===== src/design/hart_mem_pkg.sv =====
// Hart memory wrapper shared definitions
// Address map, widths and RAM geometry

package hart_mem_pkg;

  // ==============================
  // Widths
  // ==============================
  localparam int XLEN   = 32;
  localparam int APB_AW = 13;

  // Word-addressed RAMs, 16 KB each
  localparam int RAM_DEPTH = 4096;
  localparam int RAM_AW    = 12;

  // ==============================
  // Address map
  // ==============================
  // Debug ROM and program buffer, served by the debug module over APB
  localparam logic [XLEN-1:0] DEBUG_AREA_START = 32'h0000_0000;
  localparam logic [XLEN-1:0] DEBUG_AREA_END   = 32'h0000_0FFF;

  // Init address bits 15:14 select the RAMs when equal to this
  localparam logic [1:0] INIT_REGION = 2'd0;

  // Test completion mailbox
  localparam logic [XLEN-1:0] TOHOST_ADDR = 32'h8000_1000;

  // Power-up content of every RAM word (addi x0, x0, 0)
  localparam logic [XLEN-1:0] RAM_FILL = 32'h0000_0013;

endpackage


===== src/design/debug_apb_bridge.sv =====
// Shared APB master towards the debug module
// Data requests win over instruction fetches by fixed priority

`timescale 1ns/1ps

module debug_apb_bridge (
  input  logic                            clk,
  input  logic                            reset_n,
  input  logic                            i_fetch_req,
  input  logic [hart_mem_pkg::APB_AW-1:0] i_fetch_addr,
  input  logic                            i_data_req,
  input  logic [hart_mem_pkg::APB_AW-1:0] i_data_addr,
  input  logic                            i_data_write,
  input  logic [hart_mem_pkg::XLEN-1:0]   i_data_wdata,
  input  logic                            i_apb_pready,
  input  logic [hart_mem_pkg::XLEN-1:0]   i_apb_prdata,
  output logic                            o_fetch_done,
  output logic                            o_data_done,
  output logic [hart_mem_pkg::XLEN-1:0]   o_bus_rdata,
  output logic [hart_mem_pkg::APB_AW-1:0] o_apb_paddr,
  output logic                            o_apb_psel,
  output logic                            o_apb_penable,
  output logic                            o_apb_pwrite,
  output logic [hart_mem_pkg::XLEN-1:0]   o_apb_pwdata
);

  typedef enum logic [1:0] {
    ST_IDLE,
    ST_SETUP,
    ST_ACCESS
  } state_t;

  state_t state;
  state_t state_nxt;
  logic   owner_data;
  logic   xfer_end;

  // ==============================
  // Transfer FSM
  // ==============================
  assign xfer_end = (state == ST_ACCESS) && i_apb_pready;

  always_comb begin
    state_nxt = state;
    case (state)
      ST_IDLE: begin
        if (i_data_req || i_fetch_req) begin
          state_nxt = ST_SETUP;
        end
      end
      ST_SETUP: begin
        state_nxt = ST_ACCESS;
      end
      ST_ACCESS: begin
        if (i_apb_pready) begin
          state_nxt = ST_IDLE;
        end
      end
      default: begin
        state_nxt = ST_IDLE;
      end
    endcase
  end

  always_ff @(posedge clk or negedge reset_n) begin
    if (!reset_n) begin
      state        <= ST_IDLE;
      owner_data   <= 1'b0;
      o_apb_pwrite <= 1'b0;
    end else begin
      state <= state_nxt;
      if (state == ST_IDLE) begin
        owner_data   <= i_data_req;
        o_apb_pwrite <= i_data_req && i_data_write;
      end
    end
  end

  // Address and write data latched at grant and held for the transfer
  always_ff @(posedge clk) begin
    if (state == ST_IDLE) begin
      if (i_data_req) begin
        o_apb_paddr  <= i_data_addr;
        o_apb_pwdata <= i_data_wdata;
      end else begin
        o_apb_paddr  <= i_fetch_addr;
        o_apb_pwdata <= '0;
      end
    end
  end

  assign o_apb_psel    = (state != ST_IDLE);
  assign o_apb_penable = (state == ST_ACCESS);

  // ==============================
  // Completion back to the owner
  // ==============================
  assign o_data_done  = xfer_end && owner_data;
  assign o_fetch_done = xfer_end && !owner_data;
  assign o_bus_rdata  = i_apb_prdata;

  // A finished transfer belongs to a requester that is still waiting
  a_done_to_requester : assert property (
    @(posedge clk) disable iff (!reset_n)
      xfer_end |-> (owner_data ? i_data_req : i_fetch_req)
  );

  // Address and direction on the bus match the owner's request
  a_bus_matches_owner : assert property (
    @(posedge clk) disable iff (!reset_n)
      xfer_end |-> (owner_data ? (o_apb_paddr == i_data_addr && o_apb_pwrite == i_data_write)
                               : (o_apb_paddr == i_fetch_addr && !o_apb_pwrite))
  );

endmodule


===== config.mk =====
export PLATFORM = sky130hd
export DESIGN_NAME = debug_apb_bridge
export DESIGN_NICKNAME = d
export VERILOG_FILES = /design/src/design/hart_mem_pkg.sv /design/src/design/debug_apb_bridge.sv
export SDC_FILE = /design/constraint.sdc
export NUM_CORES = 1
export LEC_CHECK = 0
export BUFFER_PORTS_ARGS = -buffer_cell sky130_fd_sc_hd__buf_2
export CAP_MARGIN = 40
export CELL_PAD_IN_SITES_DETAIL_PLACEMENT = 1
export CELL_PAD_IN_SITES_GLOBAL_PLACEMENT = 1
export CORE_ASPECT_RATIO = 0.9
export CORE_UTILIZATION = 30
export DETAILED_ROUTE_END_ITERATION = 7
export GPL_ROUTABILITY_DRIVEN = 0
export PLACE_DENSITY = 0.84
export SYNTH_ARGS = -nofsm -noshare
export SYNTH_HDL_FRONTEND = slang
export SYNTH_SLANG_ARGS = --single-unit

===== constraint.sdc =====
create_clock -name clk -period 4 [get_ports clk]
set_clock_uncertainty 0.2 [all_clocks]
set_input_delay 0.8 -clock clk [delete_from_list [all_inputs] [get_ports clk]]
set_output_delay 0.8 -clock clk [all_outputs]
set_load 0.01 [all_outputs]

=== After elaboration in Yosys (flattened, before gate mapping) ===
Index checks and enable logic that the tools add are counted.

* Input bits: 96
* Output and inout bits: 82
* Register bits after elaboration: 49
* Word-level logic and storage cells: 22

* Mux-type cells: 4
* Equality and inequality tests: 4
* Reduce and logical (&&, ||, !) cells: 9

{| class="wikitable"
|+ Operators with widths
! cell !! number
|-
| two-way mux 13 bit || 1
|-
| case mux 2 bit (3 select lines) || 1
|-
| logical AND 1 bit || 4
|-
| two-way mux 2 bit || 2
|-
| inequality test 2 bit (second input constant) || 2
|-
| == test 2 x 1 -> 1 bit (second input constant) || 1
|-
| == test 2 bit (second input constant) || 1
|-
| logical NOT 2 bit || 1
|-
| AND reduction 2 bit || 1
|-
| nonzero test 2 bit || 1
|-
| logical NOT 1 bit || 1
|-
| logical OR 1 bit || 1
|}

=== Depth between registers and ports, before layout ===
Gate-level depths: netlist of run 1.

* Depth in word-level cells: 3
* Gate-level depth with buffers: 3
* Mapped depth without buffers: 2

=== Worst setup path after synthesis of run 1 ===
OpenSTA, ideal clock, no wires.

* Path kind: reg2out
* Start: register state[0]
* End: output port o_apb_psel
* Setup slack: 1.052 ns
* Data arrival time: 1.948 ns
* Stages on the path, launching flop included: 3
* Cell sequence: dfrtp_1 nor2_2 inv_1

* Word-level cells in the longest chain between the ends: 1

{| class="wikitable"
|+ RTL lines
! item !! RTL line !! text
|-
| start: declaration || debug_apb_bridge.sv:33 || <nowiki>state_t state;</nowiki>
|-
| start signal: assignment || debug_apb_bridge.sv:71 || <nowiki>state <= state_nxt;</nowiki>
|-
| nonzero test 2 bit || debug_apb_bridge.sv:92 || <nowiki>assign o_apb_psel = (state != ST_IDLE);</nowiki>
|-
| end: declaration || debug_apb_bridge.sv:21 || <nowiki>output logic o_apb_psel,</nowiki>
|}

Every way passes these cells.

=== Worst setup path in the final report of run 1 ===
* Start: register state[1]
* End: output port o_data_done

* Word-level cells in the longest chain between the ends: 3

{| class="wikitable"
|+ RTL lines
! item !! RTL line !! text
|-
| == test 2 bit || debug_apb_bridge.sv:41 || <nowiki>assign xfer_end = (state == ST_ACCESS) && i_apb_pready;</nowiki>
|-
| logical AND 1 bit || debug_apb_bridge.sv:41 ||
|-
| logical AND 1 bit || debug_apb_bridge.sv:98 || <nowiki>assign o_data_done = xfer_end && owner_data;</nowiki>
|-
| end: declaration || debug_apb_bridge.sv:18 || <nowiki>output logic o_data_done,</nowiki>
|}

Every way passes these cells.

==> flow_metrics.env, run 1 <==
export IMPL_cp_depth=3
export IMPL_hp_class="in2async"
export IMPL_critical_path_n_buffers_inverters=1
export IMPL_cts_buffer_depth=2
export IMPL_nets=323
export IMPL_timing_rr_start="state[0]$_DFFE_PN0P_"
export IMPL_routed_wire_length_per_instance_um=14.0
export IMPL_synth_area_leaders="edfxtp_1 (63%), buf_4 (13%), and2_1 (9.3%), mux2_1 (6.8%), dfrtp_1 (4.6%)"
export IMPL_drt_iter0_markers=44
export IMPL_synthTopCellsByCount="edfxtp_1 (45), buf_4 (36), and2_1 (32)"
export IMPL_crit_chain="nor2b_2 > and3_1 > buf_2"
export IMPL_initial_core_util_pct=32.0
export IMPL_rrSetupSlack_ps=2210
export IMPL_cts_tree="yes"
export IMPL_synth_area_per_cell_um2=15.1
export IMPL_worst_path_dominant_cell_family="flip-flops"
export IMPL_wirelength_mm=4.45
export IMPL_grt_overflow_total=0
export IMPL_vias=1346
export IMPL_setup_viol=0
export IMPL_p_comb_share_pct=30.8
export IMPL_layout_drive_gt1_share_pct=54.4
export IMPL_cts_root_buf="clkbuf_8"
export IMPL_design_core_area_mm2=0.00676
export IMPL_crit_path_start="state[1]$_DFFE_PN0P_"
export IMPL_fin_tns_setup_ps=0
export IMPL_fmax_mhz=444
export IMPL_worst_pin_slew_ps=759
export IMPL_htreeDepth=2
export IMPL_area_growth_pct=23.3
export IMPL_hpwl_mm=3.34
export IMPL_rsz0062_at_grt="false"
export IMPL_relSlewSlack_pct=49.4
export IMPL_synth_net_count=239
export IMPL_cts_inserted_buffers=5
export IMPL_yosysMostFrequentCell="edfxtp_1"
export IMPL_swShare_pct=32.3
export IMPL_nFillCells=763
export IMPL_clk_pin_slew_ps=90
export IMPL_netlist_area_mm2=0.00216
export IMPL_endpoint="o_data_done"
export IMPL_synth_top_area_share_pct=62.5
export IMPL_gr_usage_all_layers_pct=11.2
export IMPL_clk_latency_ps=290
export IMPL_cap_viol_max_count=0
export IMPL_multi_input_area_um2=437
export IMPL_regArea_mm2=0.00145
export IMPL_grt_use_met2_pct=20.8
export IMPL_p_sw_uw=554
export IMPL_ir_drop_mv=0.225
export IMPL_synth_distinct_cells=18
export IMPL_row_count=28
export IMPL_hold_viol=0
export IMPL_period_share_pct=56.3
export IMPL_stdcell_count=318
export IMPL_synth_seq_cells=49
export IMPL_synth_largest_area_cell="edfxtp_1"
export IMPL_status="complete, no violations"
export IMPL_r2r_end="owner_data$_DFFE_PN0N_"
export IMPL_antenna_found_initial=0
export IMPL_grt_pass1_vias=1396
export IMPL_power_density_mw_per_mm2=643
export IMPL_worstPathRequired_ps=3000
export IMPL_routed_via_density=4.23
export IMPL_ys_seq_area_share_pct=67.2
export IMPL_synth_edff_count=45
export IMPL_use_met3_pct=4.21
export IMPL_first_pass_iters=2
export IMPL_holdBufCountCts=0
export IMPL_ioPinCount=178
export IMPL_drv_slew=0
export IMPL_seqPwrFrac_pct=52.6
export IMPL_crit_type="reg2out"
export IMPL_cp_slowest_stage_delay_ps=460
export IMPL_syn_inst=143
export IMPL_p_leak_uw=0.00118
export IMPL_io_buffers=113
export IMPL_ys_flop_type="edfxtp_1"
export IMPL_ant_nets=0
export IMPL_clkPwrFrac_pct=16.5
export IMPL_power_internal_uw=1160
export IMPL_rr_worst_depth=3
export IMPL_antenna_cells=0
export IMPL_end_kind="output pin"
export IMPL_cts_sinks=49
export IMPL_die_area_mm2=0.00755
export IMPL_busiest_layer="met2"
export IMPL_use_met1_pct=11.6
export IMPL_ys_warnings_count=0
export IMPL_worstSetupStartpointType="flip-flop"
export IMPL_cp_slowest_cell="dfrtp_1"
export IMPL_die_h_um=82.5
export IMPL_die_w_um=91.5
export IMPL_cts_setup_buffers=0
export IMPL_worstPathArrival_ps=1250
export IMPL_cp_max_fo=6
export IMPL_grt_pass1_wl_mm=6.47
export IMPL_cts_repair_resized=0
export IMPL_async_reset_ff_share_pct=8.16
export IMPL_drc_errors=0
export IMPL_place_inst=310
export IMPL_fin_crit_ps=2250
export IMPL_grt_max_degree=49
[power by group through the flow]
stage               clock [uW]  sequential (uW)  combinational (uW)
floorplan                    0             1020                 189
global placement             0              904                 533
detailed placement           0              919                 542
CTS                        299              908                 543
global route               312              927                 573
finish                     283              902                 528
[layout by cell type (no fill, tap or decap), types with 2 or more instances in the layout]
master	count
buf_2	113
clkbuf_8	5
and2_1	32
mux2_1	13
clkinvlp_4	2
dfrtp_1	4
edfxtp_1	45
[metrics by stage]
step	setup slack (ps)	hold slack [ps]	util (%)	total power [uW]	instance area (um^2)
2_1_floorplan	1050	289	-	1210	2160
3_3_place_gp	1750	297	38.1	1440	2580
3_5_place_dp	1700	320	38.1	1460	2580
4_1_cts	1730	81.1	39.4	1750	2670
5_1_grt	1650	80.6	39.4	1810	2670
6_report	1750	94.6	39.4	1710	2670
[routing by layer]
layer,vias to the layer above,wire length (um)
met4,0,45
li1,625,-
met2,81,2390
met3,7,357
met5,-,0
met1,633,1660
[sequential cells by signal, indices dropped and copies added, names as in the netlist]
register	flops
o_apb_paddr	13
o_apb_pwdata	32
o_apb_pwrite	1
owner_data	1
state	2
[area by class of cell]
type                       instances  share of cell area, %
sequential                        49                   54.5
tap                               90                   4.23
multi-input combinational         56                   16.4
timing repair buffer             114                   21.5
inverter                           1                  0.141
clock inverter                     2                  0.563
clock buffer                       6                   2.72
[cell families (layout without fill, tap and decap cells)]
kind of cell           Yosys count  count (layout)  share of synthesized area [%]
muxes                           15              15                           7.93
buffers and inverters           38             123                           12.9
DFF                             49              49                           67.2
and+or+nand+nor                 38              38                           11.1
AOI/OAI and AO/OA                3               3                          0.926
[worst min path at each step]
| stage | to | slack [ps] | cells past startpoint |
|---|---|---|---|
| 3_5_place_dp | o_apb_pwrite$_DFFE_PN0N_ | 320 | 2 |
| 5_1_grt | owner_data$_DFFE_PN0N_ | 80 | 1 |
| 2_1_floorplan | owner_data$_DFFE_PN0N_ | 290 | 1 |
| 6_report | o_apb_pwrite$_DFFE_PN0N_ | 90 | 1 |
| 4_1_cts | owner_data$_DFFE_PN0N_ | 80 | 1 |
| 3_3_place_gp | o_apb_pwrite$_DFFE_PN0N_ | 300 | 2 |
[worst register-to-register path, stage by stage, from the launching register on]
cell	delay (ps)
dfrtp_1	470
nor2_4	140
buf_4	510
mux2_4	360
Power figures use the tool's default switching activity.
==> inputs of run 2 (changes only) <==
- ABC_AREA: unset -> 1
- CORE_UTILIZATION: 30 -> 24
- PLACE_DENSITY: 0.84 -> 0.74
- clock period: 4 -> 1.8 ns (I/O delays scaled with it)
==> run 2 against run 1 <==
  * Via count grew 20%
  * Synthesized cell count grew 49%
  * Area after synthesis grew 3.7%
  * Final cell count grew 33%
  * Wire length grew 21%
  * Final area grew 8.0%
  * Sequential share of layout area shrank 4.0 points
  * Register-to-register slack lost 2000 ps
  * Flip-flop and latch count is the same
  * First-iteration DRC count grew 6.8%
  * Worst hold slack gained 18 ps
==> flow_metrics.env, run 2 <==
export IMPL_cts_inserted_buffers=5
export IMPL_worst_path_dominant_cell_family="flip-flops"
export IMPL_fin_area_mm2=0.00288
export IMPL_synth_area_per_cell_um2=10.5
export IMPL_antenna_found_initial=0
export IMPL_cap_viol_max_count=0
export IMPL_drt_iter0_markers=47
export IMPL_layout_drive_gt1_share_pct=48.7
export IMPL_synth_area_leaders="edfxtp_1 (60%), nand2_1 (12%), buf_4 (11%), inv_1 (4.5%), dfrtp_1 (4.5%)"
export IMPL_cp_slowest_stage_delay_ps=430
export IMPL_worst_pin_slew_ps=422
export IMPL_hold_viol=0
export IMPL_hold_start="i_fetch_req"
export IMPL_row_count=33
export IMPL_synthTopCellsByCount="nand2_1 (70), edfxtp_1 (45), buf_4 (33)"
export IMPL_netlist_area_mm2=0.00224
export IMPL_routed_via_density=3.82
export IMPL_grt_pass1_wl_mm=8.17
export IMPL_fmax_mhz=591
export IMPL_ant_nets=0
export IMPL_ioPinCount=178
export IMPL_relSlewSlack_pct=71.9
export IMPL_antenna_cells=0
export IMPL_design_core_area_mm2=0.00908
export IMPL_rsz0062_at_grt="false"
export IMPL_layout_common_cells="buf_2 (113), nand2_1 (70), edfxtp_1 (45), inv_1 (27)"
export IMPL_grt_overflow_total=0
export IMPL_area_growth_pct=28.4
export IMPL_die_area_mm2=0.00973
export IMPL_grt_pass1_vias=1629
export IMPL_synth_net_count=309
export IMPL_final_common_cell="buf_2"
export IMPL_fin_util_pct=31.7
export IMPL_io_buffers=113
export IMPL_cts_buffer_depth=2
export IMPL_die_w_um=104
export IMPL_synth_edff_count=45
export IMPL_synth_distinct_cells=13
export IMPL_p_leak_uw=0.00155
export IMPL_status="complete, no violations"
export IMPL_crit_chain="inv_1 > nand3_1 > nor2_1 > buf_2"
export IMPL_routed_wire_length_per_instance_um=12.8
export IMPL_cp_max_fo=4
export IMPL_wirelength_mm=5.40
export IMPL_async_reset_ff_share_pct=8.16
export IMPL_period_share_pct=94.0
export IMPL_nets=395
export IMPL_whs_ps=112
export IMPL_nFillCells=1063
export IMPL_cts_tree="yes"
export IMPL_setup_viol=0
export IMPL_cts_root_buf="clkbuf_8"
export IMPL_ys_seq_area_share_pct=64.8
export IMPL_crit_path_start="state[0]$_DFFE_PN0P_"
export IMPL_largest_reg_flops=32
export IMPL_place_area_mm2=0.00272
export IMPL_worstPathArrival_ps=1130
export IMPL_worstSetupStartpointType="flip-flop"
export IMPL_ys_flop_type="edfxtp_1"
export IMPL_critical_path_n_buffers_inverters=2
export IMPL_clk_latency_ps=290
export IMPL_hpwl_mm=4.15
export IMPL_power_density_mw_per_mm2=1460
export IMPL_synth_top_area_share_pct=60.3
export IMPL_end_kind="output pin"
export IMPL_hp_class="in2reg"
export IMPL_clk_pin_slew_ps=90
export IMPL_syn_inst=213
export IMPL_vias=1610
export IMPL_fin_tns_setup_ps=0
export IMPL_synth_largest_area_cell="edfxtp_1"
export IMPL_worstPathRequired_ps=1240
export IMPL_die_h_um=93.7
export IMPL_fin_crit_ps=1690
export IMPL_htreeDepth=2
export IMPL_first_pass_iters=4
export IMPL_cp_slowest_cell="dfrtp_2"
export IMPL_initial_core_util_pct=24.7
export IMPL_crit_type="reg2out"
export IMPL_ir_drop_mv=0.613
export IMPL_drc_errors=0
export IMPL_drv_slew=0
export IMPL_top_register="o_apb_pwdata"
export IMPL_timing_rr_start="state[0]$_DFFE_PN0P_"
export IMPL_gr_usage_all_layers_pct=11.0
export IMPL_yosysMostFrequentCell="nand2_1"
export IMPL_ys_warnings_count=0
export IMPL_cts_sinks=49
export IMPL_grt_max_degree=45
export IMPL_synth_seq_cells=49
export IMPL_largestRegisters="o_apb_pwdata: 32 flops, o_apb_paddr: 13 flops, state: 2 flops"
[run 2: cell types whose count changed in the layout (fill, tap and decap cells not counted), moves of 2 or more]
cell        before  now
and2_1          32    0
buf_12           0    2
bufinv_16        0    2
clkinvlp_4       2    0
inv_1            1   27
inv_2            0   10
mux2_1          13    0
nand2_1          1   70
nand2_2          0   10
nor2_1           0    5
[run 2: power by group]
group,switching (uW),internal (uW)
clock,383,559
combinational,792,475
sequential,142,1850
total,1320,2880
[run 2: stage by stage]
stage,worst slack [ps],power (uW),cells
3_5_place_dp,254,3310,412
2_1_floorplan,50.6,2690,213
5_1_grt,12.0,4440,422
4_1_cts,41.0,4260,421
3_3_place_gp,293,3270,412
6_report,108,4200,422
[run 2: routing by layer]
layer | vias to the layer above | share of wire [%] | global-route usage (%)
met5 | - | 0 | 0
met4 | 0 | 3.5 | 6.19
met3 | 26 | 8.4 | 3.61
met2 | 79 | 49 | 19.3
met1 | 722 | 39 | 11.7
li1 | 783 | - | -
[run 2: cell families (layout without fill, tap and decap cells)]
family	count (synthesis)	count (layout)	synth area share [%]
buffers and inverters	75	162	18.9
AO/OA/AOI/OAI	1	1	0.223
AND/OR/NAND/NOR	88	88	16.1
flip-flops	49	49	64.8
[run 2: repair_timing]
| action | 4_1_cts | 5_1_grt |
|---|---|---|
| endpoints found under the hold margin | 4 | 0 |
| setup buffers | 0 | 1 |
| resized for setup | 0 | 1 |
| hold buffers | 1 | 0 |
| setup endpoints to repair | 0 | 2 |
[run 2: cell type report]
type | count | area, um^2 | share of cell area (%)
inverters | 37 | 139 | 4.83
clock buffers | 5 | 68.8 | 2.39
flip-flops and latches | 49 | 1450 | 50.5
multi-input cells | 89 | 373 | 13.0
clock inverters | 3 | 68.8 | 2.39
well taps | 122 | 153 | 5.30
repair buffers | 117 | 623 | 21.7
[run 2: final timing paths]
check,end,slack [ps],cells after the start
worst max-delay path,o_data_done,110,4
worst min-delay path,state[0]$_DFFE_PN0P_,110,3
worst max register to register,o_apb_paddr[1]$_DFFE_PN_,260,3
worst min register to register,o_apb_pwrite$_DFFE_PN0N_,320,2
max in group asynchronous,state[0]$_DFFE_PN0P_,1080,2
min in group asynchronous,state[1]$_DFFE_PN0P_,200,2
[run 2: worst reg2reg max path, delay by kind of cell, from the launching register on]
kind	cells	cell delay, ps
and+or+nand+nor	1	170
DFF	1	430
buffers and inverters	2	410
